## src/apb_checker_defines.svh

```systemverilog
////////////////////
// Width, timeout and rule count settings for the APB4 protocol checker
// Included by the packages and by every module that sizes logic from them
////////////////////

`ifndef APB_CHECKER_DEFINES_SVH
`define APB_CHECKER_DEFINES_SVH

// Bus field widths
`define ADDR_WIDTH 32
`define DATA_WIDTH 32

// One strobe per byte lane
`define STRB_WIDTH 4

// Width of each saturating rule counter
`define COUNT_WIDTH 8

// Cycles a selected transfer may stall before the watchdog fires
`define WATCHDOG_TIMEOUT 16

// Number of protocol rules, one counter each
`define RULE_COUNT 13

`endif

```

## src/apb_pkg.sv

```systemverilog
////////////////////
// Bus side types shared by the checker modules and interfaces
////////////////////

`default_nettype none

`include "apb_checker_defines.svh"

package apb_pkg;

  // APB4 field types
  typedef logic [`ADDR_WIDTH-1:0] addr_t;
  typedef logic [`DATA_WIDTH-1:0] data_t;
  typedef logic [`STRB_WIDTH-1:0] strb_t;
  typedef logic [2:0]             prot_t;

  // Transfer phase as seen by the tracker
  // IDLE   next selected cycle is a setup cycle
  // SETUP  last cycle was setup, this one must be access
  // ACCESS last cycle was a wait state, still in access
  typedef enum logic [1:0]
  {
    IDLE   = 2'd0,
    SETUP  = 2'd1,
    ACCESS = 2'd2
  } phase_e;

endpackage : apb_pkg

`default_nettype wire

```

## src/checker_pkg.sv

```systemverilog
////////////////////
// Rule numbering, severities and counter types for the checker
////////////////////

`default_nettype none

`include "apb_checker_defines.svh"

package checker_pkg;

  // Rule numbers, also the counter index
  typedef enum logic [3:0]
  {
    RULE_PSEL_DROP           = 4'd0,
    RULE_PENABLE_SETUP       = 4'd1,
    RULE_PENABLE_ACCESS      = 4'd2,
    RULE_PADDR_UNSTABLE      = 4'd3,
    RULE_PADDR_STRB_MISALIGN = 4'd4,
    RULE_PADDR_UNALIGNED     = 4'd5,
    RULE_PWRITE_UNSTABLE     = 4'd6,
    RULE_PSTRB_IRREGULAR     = 4'd7,
    RULE_PSTRB_UNSTABLE      = 4'd8,
    RULE_PSTRB_ON_READ       = 4'd9,
    RULE_PPROT_UNSTABLE      = 4'd10,
    RULE_PWDATA_UNSTABLE     = 4'd11,
    RULE_WATCHDOG            = 4'd12
  } rule_e;

  typedef enum logic
  {
    SEV_WARNING = 1'b0,
    SEV_ERROR   = 1'b1
  } severity_e;

  // Severity per rule, indexed by rule_e
  // Irregular strobe shape is the only warning
  localparam severity_e RULE_SEVERITY [`RULE_COUNT] = '{
    SEV_ERROR,   // PSEL_DROP
    SEV_ERROR,   // PENABLE_SETUP
    SEV_ERROR,   // PENABLE_ACCESS
    SEV_ERROR,   // PADDR_UNSTABLE
    SEV_ERROR,   // PADDR_STRB_MISALIGN
    SEV_ERROR,   // PADDR_UNALIGNED
    SEV_ERROR,   // PWRITE_UNSTABLE
    SEV_WARNING, // PSTRB_IRREGULAR
    SEV_ERROR,   // PSTRB_UNSTABLE
    SEV_ERROR,   // PSTRB_ON_READ
    SEV_ERROR,   // PPROT_UNSTABLE
    SEV_ERROR,   // PWDATA_UNSTABLE
    SEV_ERROR    // WATCHDOG
  };

  // One hit or sticky bit per rule
  typedef logic [`RULE_COUNT-1:0]  rule_vec_t;

  // Value of one saturating counter
  typedef logic [`COUNT_WIDTH-1:0] count_t;

endpackage : checker_pkg

`default_nettype wire

```

## src/apb_if.sv

```systemverilog
////////////////////
// Internal bundles of the checker: the live bus sample and its history
////////////////////

`default_nettype none

// Current APB cycle as observed on the pins
interface apb_sample_if;
  import apb_pkg::*;

  logic  psel;
  logic  penable;
  addr_t paddr;
  logic  pwrite;
  strb_t pstrb;
  prot_t pprot;
  data_t pwdata;
  logic  pready;

  // Tracker, evaluator and watchdog only observe
  modport monitor (input psel, penable, paddr, pwrite, pstrb, pprot, pwdata, pready);
endinterface : apb_sample_if

// Phase state plus last cycle of every bus field
interface apb_history_if;
  import apb_pkg::*;

  phase_e phase;
  logic   prev_psel;
  logic   prev_penable;
  logic   prev_pready;
  addr_t  prev_paddr;
  logic   prev_pwrite;
  strb_t  prev_pstrb;
  prot_t  prev_pprot;
  data_t  prev_pwdata;

  modport tracker (output phase, prev_psel, prev_penable, prev_pready, prev_paddr,
                   prev_pwrite, prev_pstrb, prev_pprot, prev_pwdata);
  modport eval    (input  phase, prev_psel, prev_penable, prev_pready, prev_paddr,
                   prev_pwrite, prev_pstrb, prev_pprot, prev_pwdata);
endinterface : apb_history_if

`default_nettype wire

```

## src/apb_rule_eval.sv

```systemverilog
////////////////////
// Evaluates all APB4 protocol rules each cycle into one hit bit per rule
////////////////////

`default_nettype none

`include "apb_checker_defines.svh"

module apb_rule_eval (
  apb_sample_if.monitor         bus,
  apb_history_if.eval           hist,
  input  logic                  wd_expired,
  output checker_pkg::rule_vec_t rule_hits
);
  import apb_pkg::*;
  import checker_pkg::*;

  // Address bits that select a byte lane
  localparam int LANE_BITS = $clog2(`STRB_WIDTH);

  logic                 prev_complete;
  logic                 in_transfer;
  logic                 strb_group;
  logic [LANE_BITS-1:0] strb_start;
  logic [LANE_BITS-1:0] byte_offset;

  // Lane mask of a group of 2**size lanes at group position offset
  function automatic strb_t group_mask(input int size, input int offset);
    strb_t ones;
    ones = strb_t'((1 << (1 << size)) - 1);
    return strb_t'(ones << (offset << size));
  endfunction

  ////////////////////
  // Transfer context

  // Previous cycle was a completing access
  assign prev_complete = hist.prev_psel & hist.prev_penable & hist.prev_pready;

  // A transfer is open from the previous cycle
  assign in_transfer = hist.prev_psel & ~prev_complete;

  assign byte_offset = bus.paddr[LANE_BITS-1:0];

  ////////////////////
  // Strobe shape

  // Match against every aligned byte, halfword, word group
  // strb_start is the first lane of the matching group
  always_comb
  begin
    strb_group = 1'b0;
    strb_start = '0;
    for (int size = 0; size <= LANE_BITS; size++)
    begin
      for (int offset = 0; offset < (`STRB_WIDTH >> size); offset++)
      begin
        if (bus.pstrb == group_mask(size, offset))
        begin
          strb_group = 1'b1;
          strb_start = LANE_BITS'(offset << size);
        end
      end
    end
  end

  ////////////////////
  // Rule hits

  always_comb
  begin
    rule_hits = '0;

    // PSEL must stay high until the access completes
    rule_hits[RULE_PSEL_DROP]      = ~bus.psel & in_transfer;

    // PENABLE low in setup, high through the access
    rule_hits[RULE_PENABLE_SETUP]  = bus.psel & (hist.phase == IDLE) & bus.penable;
    rule_hits[RULE_PENABLE_ACCESS] = bus.psel & (hist.phase != IDLE) & ~bus.penable;

    // Transfer attributes frozen from setup to completion
    rule_hits[RULE_PADDR_UNSTABLE]  = bus.psel & in_transfer & (bus.paddr != hist.prev_paddr);
    rule_hits[RULE_PWRITE_UNSTABLE] = bus.psel & in_transfer &
                                      (bus.pwrite != hist.prev_pwrite);
    rule_hits[RULE_PSTRB_UNSTABLE]  = bus.psel & in_transfer & (bus.pstrb != hist.prev_pstrb);
    rule_hits[RULE_PPROT_UNSTABLE]  = bus.psel & in_transfer & (bus.pprot != hist.prev_pprot);
    rule_hits[RULE_PWDATA_UNSTABLE] = bus.psel & in_transfer &
                                      (bus.pwdata != hist.prev_pwdata);

    // Write strobe group must sit at the addressed byte
    // A non-zero offset has to be the group's first lane, which also
    // keeps the offset bits below the group size clear
    rule_hits[RULE_PADDR_STRB_MISALIGN] = bus.psel & bus.pwrite & strb_group &
                                          (byte_offset != '0) &
                                          (byte_offset != strb_start);

    // Address aligned to the data width
    rule_hits[RULE_PADDR_UNALIGNED] = bus.psel & (|byte_offset);

    // Non-zero strobe outside the regular lane groups
    rule_hits[RULE_PSTRB_IRREGULAR] = bus.psel & (|bus.pstrb) & ~strb_group;

    // Reads carry no strobes
    rule_hits[RULE_PSTRB_ON_READ]   = bus.psel & ~bus.pwrite & (|bus.pstrb);

    rule_hits[RULE_WATCHDOG]        = wd_expired;
  end

endmodule : apb_rule_eval

`default_nettype wire

```

## src/flat_wrapper.sv

```systemverilog
// flat-port wrapper written by rule: the top's interface ports become plain ports
module apb_rule_eval_flat import apb_pkg::*; import checker_pkg::*;
  (wd_expired, rule_hits, bus_psel, bus_penable, bus_paddr, bus_pwrite, bus_pstrb, bus_pprot, bus_pwdata, bus_pready, hist_phase, hist_prev_psel, hist_prev_penable, hist_prev_pready, hist_prev_paddr, hist_prev_pwrite, hist_prev_pstrb, hist_prev_pprot, hist_prev_pwdata);
  apb_sample_if bus_i ();
  apb_history_if hist_i ();
  input  logic wd_expired;
  output checker_pkg::rule_vec_t rule_hits;
  input wire logic [$bits(bus_i.psel)-1:0] bus_psel;
  input wire logic [$bits(bus_i.penable)-1:0] bus_penable;
  input wire logic [$bits(bus_i.paddr)-1:0] bus_paddr;
  input wire logic [$bits(bus_i.pwrite)-1:0] bus_pwrite;
  input wire logic [$bits(bus_i.pstrb)-1:0] bus_pstrb;
  input wire logic [$bits(bus_i.pprot)-1:0] bus_pprot;
  input wire logic [$bits(bus_i.pwdata)-1:0] bus_pwdata;
  input wire logic [$bits(bus_i.pready)-1:0] bus_pready;
  input wire logic [$bits(hist_i.phase)-1:0] hist_phase;
  input wire logic [$bits(hist_i.prev_psel)-1:0] hist_prev_psel;
  input wire logic [$bits(hist_i.prev_penable)-1:0] hist_prev_penable;
  input wire logic [$bits(hist_i.prev_pready)-1:0] hist_prev_pready;
  input wire logic [$bits(hist_i.prev_paddr)-1:0] hist_prev_paddr;
  input wire logic [$bits(hist_i.prev_pwrite)-1:0] hist_prev_pwrite;
  input wire logic [$bits(hist_i.prev_pstrb)-1:0] hist_prev_pstrb;
  input wire logic [$bits(hist_i.prev_pprot)-1:0] hist_prev_pprot;
  input wire logic [$bits(hist_i.prev_pwdata)-1:0] hist_prev_pwdata;
  assign bus_i.psel = bus_psel;
  assign bus_i.penable = bus_penable;
  assign bus_i.paddr = bus_paddr;
  assign bus_i.pwrite = bus_pwrite;
  assign bus_i.pstrb = bus_pstrb;
  assign bus_i.pprot = bus_pprot;
  assign bus_i.pwdata = bus_pwdata;
  assign bus_i.pready = bus_pready;
  assign hist_i.phase = hist_phase;
  assign hist_i.prev_psel = hist_prev_psel;
  assign hist_i.prev_penable = hist_prev_penable;
  assign hist_i.prev_pready = hist_prev_pready;
  assign hist_i.prev_paddr = hist_prev_paddr;
  assign hist_i.prev_pwrite = hist_prev_pwrite;
  assign hist_i.prev_pstrb = hist_prev_pstrb;
  assign hist_i.prev_pprot = hist_prev_pprot;
  assign hist_i.prev_pwdata = hist_prev_pwdata;
  apb_rule_eval u_core (.bus(bus_i), .hist(hist_i), .wd_expired(wd_expired), .rule_hits(rule_hits));
endmodule
```

## config.mk

```make
export PLATFORM = sky130hd
export DESIGN_NAME = apb_rule_eval_flat
export DESIGN_NICKNAME = d
export VERILOG_FILES = /design/src/apb_pkg.sv /design/src/checker_pkg.sv /design/src/apb_if.sv /design/src/apb_rule_eval.sv /design/src/flat_wrapper.sv
export VERILOG_INCLUDE_DIRS = /design/src
export SDC_FILE = /design/constraint.sdc
export NUM_CORES = 1
export LEC_CHECK = 0
export BUFFER_PORTS_ARGS = -buffer_cell sky130_fd_sc_hd__clkbuf_2
export CAP_MARGIN = 20
export CORE_AREA = 5 5 67 69
export DETAILED_ROUTE_END_ITERATION = 8
export DIE_AREA = 0 0 72 74
export PLACE_DENSITY = 0.86
export RECOVER_POWER = 50
export SLEW_MARGIN = 25
export SYNTH_ARGS = -nofsm -noshare
export SYNTH_HDL_FRONTEND = slang
export SYNTH_SLANG_ARGS = --single-unit
```

## constraint.sdc

```tcl
create_clock -name vclk -period 0.9
set_clock_uncertainty 0.2 [all_clocks]
set_input_delay 0.09 -clock vclk [all_inputs]
set_output_delay 0.09 -clock vclk [all_outputs]
set_load 0.05 [all_outputs]
```

* Word-level counts from Yosys, hierarchy flattened
Index checks and enable logic that the tools add are counted.
Word-level totals: flip-flop bits (word level) 0, bits of input ports 153, output and inout port bits 13
Cells by class: eq/ne operators 13, mux-type cells 13, bitwise gates (word level) 28, reductions and logical operators 5
Operators by type and width (number):
- $ne 32x32->1 | 2
- $and 1x1->1 | 23
- $eq 4x4->1 const B | 3
- $mux 2 | 5
- $eq 4x2->1 const B | 2
- $mux 1 | 8
- $not 1->1 | 5
- $eq 4x1->1 const B | 1
- $eq 4x3->1 const B | 1
- $ne 4x4->1 | 1
- $reduce_bool 2->1 | 2
- $reduce_or 4->1 | 1
- $ne 3x3->1 | 1
- $logic_not 2->1 | 1
- $ne 2x2->1 | 1
- $reduce_or 2->1 | 1
- $ne 1x1->1 | 1

* Logic depth before layout (Yosys ltp)
depth in word-level cells 11, mapped depth 4, depth with buffers taken out 4

* Worst setup path after synthesis
No wires, ideal clock.
kind in2out, start point input bus_pstrb[3], end point output rule_hits[7], data arrival time 1.941 ns, path slack -1.331 ns, stages 2, buffers on the path 0, cell sequence and4_1 > nor4b_1
Between the ends: longest elaborated chain between the ends 10, elaborated cells on any way between the ends 18, classes of those cells eq/ne (7); mux (7); bitwise (3); reduce/logical (1)
Ends and longest elaborated chain:
- from (decl) | line flat_wrapper.sv:12 | input wire logic [$bits(bus_i.pstrb)-1:0] bus_pstrb;
- $eq 4x1->1 | line apb_rule_eval.sv:58 | if (bus.pstrb == group_mask(size, offset))
- $mux 1 (7 in series) | line apb_rule_eval.sv:58
- $not 1->1 | line apb_rule_eval.sv:101 | rule_hits[RULE_PSTRB_IRREGULAR] = bus.psel & (|bus.pstrb) & ~strb_group;
- $and 1x1->1 * | line apb_rule_eval.sv:101
- to (decl) | line flat_wrapper.sv:7 | output checker_pkg::rule_vec_t rule_hits;
Mark *: on every way between the ends. The rest lies on a longest branch, timed or not.

* Worst setup path in the final report
start point input bus_pstrb[1], end point output rule_hits[4]
Between the ends: longest elaborated chain between the ends 11, elaborated cells on any way between the ends 24, classes of those cells eq/ne (8); mux (13); bitwise (3)
Ends and longest elaborated chain:
- $eq 4x1->1 | line apb_rule_eval.sv:58
- $mux 1 (7 in series) | line apb_rule_eval.sv:58
- $and 1x1->1 (2 in series) | line apb_rule_eval.sv:93 | rule_hits[RULE_PADDR_STRB_MISALIGN] = bus.psel & bus.pwrite & strb_group &
- $and 1x1->1 * | line apb_rule_eval.sv:94 | (byte_offset != '0) &
Marks and branches as above.

==> metrics.cfg <==
[outcome]
status=finished with violations
violations=hold timing, setup timing

[sta]
slew_viol_final=0
worst_pin_slew_ns=0.310
setup_ws_ns=-0.535
period_share_pct=159
min_period_ns=1.43
grt_setup_unrepaired=yes
whs_ns=-0.0200
max_freq_mhz=697
final_hold_viol_count=1
slew_headroom_pct=79.2
setup_viol=11
tns_ns=-2.91

[drt]
num_vias=1599
drc=0
wl_per_cell_um=14.1
ant_nets=0
via_per_inst=4.59
wirelength_um=4920
drtPass1Iterations=4
drt_iter0_markers=18

[synthesis]
synth_cells=123
post_synth_main_area_contributors=xnor2_1 (68%), nand4_1 (11%), a21oi_1 (3.8%), nor4_1 (2.7%), nor2_1 (2.4%)
synth.top_cell.area_share_pct=67.9
ys.warnings.count=0
synth_top_cell_by_area=xnor2_1
synth_cell_types=19
synth_seq_area_share_pct=0
syn_area_um2=928
syn-num-nets=276
syn_avg_cell_area_um2=7.55

[place]
gp_congestion=0.812
dp_hpwl_um=4150
io_buffers=163
dp_slack_ns=-0.652

[power]
vdd_ir_drop_max_v=0.000292
p_leak_nw=1.19
power-per-cell-area_nw_per_um2=514

[worst_setup_path]
cp_slowest_cell=or3b_4
crit_fanout=2
required_ns=0.61
crit_chain=buf_6 -> or3b_4 -> a21oi_2 -> o21bai_2 -> a21oi_4 -> buf_8
cp.arrival_ns=1.14
cp.buffers_inverters=2
cpLargestDelayFamily=compound AO/OA/AOI/OAI gates
worstSetupPathType=input pin to primary output
end_kind=primary output
slowest_delay_ns=0.39
critPathLaunchType=input pin

[global_route]
grt_pass1_wl_um=7250
gr-total-overflow=0
antenna_found_initial=0
grt_max_degree=7
first_global_vias=1710
track_usage_pct=16.5

[floorplan]
initial_core_util_pct=24.1
core_region_area_um2=3860
num_rows=23
ios=166
die_h_um=74
die_w_um=72
die-area_um2=5330

[run]
maxCapViolations=0

[layout]
seq_cells=0
multiInputGateArea_um2=1280
diodes=0
nNetsFinal=453
mostFrequentLayoutCell=clkbuf_2
num-fill-cells=285
final_cell_mix=clkbuf_2 (135), xnor2_1 (59), buf_6 (20)
drive_above_1_share_pct=72.1
seqCellArea_um2=0
clock_buffers=0
syn2layout_area_growth_pct=176

[min_path]
hp-class=input pin to primary output

worst paths after layout:
kind,depth (start not counted),end,slack (ns),startpoint
max,6,rule_hits[4],-0.53,bus_pstrb[1]
min,0,rule_hits[12],-0.02,wd_expired
layer usage:
metal  GRT usage, %  wire length (um)
met1           17.1              1610
met2           35.5              2860
met3           2.84               391
met4           1.25                59
met5              0                 0
metrics by stage:
stage | util [%] | cell area [um^2] | total power, mW | instances
floorplan | - | 1140 | 0.556 | 123
global placement | 54.7 | 2110 | 1.05 | 344
detailed placement | 54.7 | 2110 | 1.08 | 344
CTS | 61.6 | 2370 | 1.20 | 349
global route | 66.4 | 2560 | 1.41 | 348
finish | 66.4 | 2560 | 1.32 | 348
final cells by class:
type	count	area share, %
Multi-Input combinational cell	122	50.0
Timing Repair Buffer	176	47.6
Tap cell	50	2.44
logic make-up (layout without fill, tap and decap cells):
kind of cell | after synthesis | count (layout) | share of synthesized area, %
xor gates and xnor gates | 72 | 72 | 67.9
and+or+nand+nor | 38 | 38 | 23.7
buffers and inverters | 1 | 176 | 0.809
AOI/OAI and AO/OA | 12 | 12 | 7.55
report_power, final:
| group | switching [mW] | internal, mW |
|---|---|---|
| clock network | 0 | 0 |
| logic | 0.558 | 0.758 |
| registers | 0 | 0 |
| total | 0.558 | 0.758 |
synth_stat cells:
master,number
nor3b_1,1
nor2_1,6
buf_4,1
or3b_1,1
o21a_1,1
o21ai_0,1
nor4b_1,1
nand2b_1,2
nor4_1,4
a21oi_1,7
a31oi_1,1
and3_1,1
nand4_1,16
and4_1,1
nand2_1,4
a41oi_1,1
o21bai_1,1
xnor2_1,72
nand3_1,1
repair_timing:
item,in CTS,in global routing
gates resized for setup,44,51
pin swaps,14,25
setup buffers,5,1
hold endpoints to repair,1,1
endpoints found under the setup margin,12,12
(Power assumes the default switching activity.)
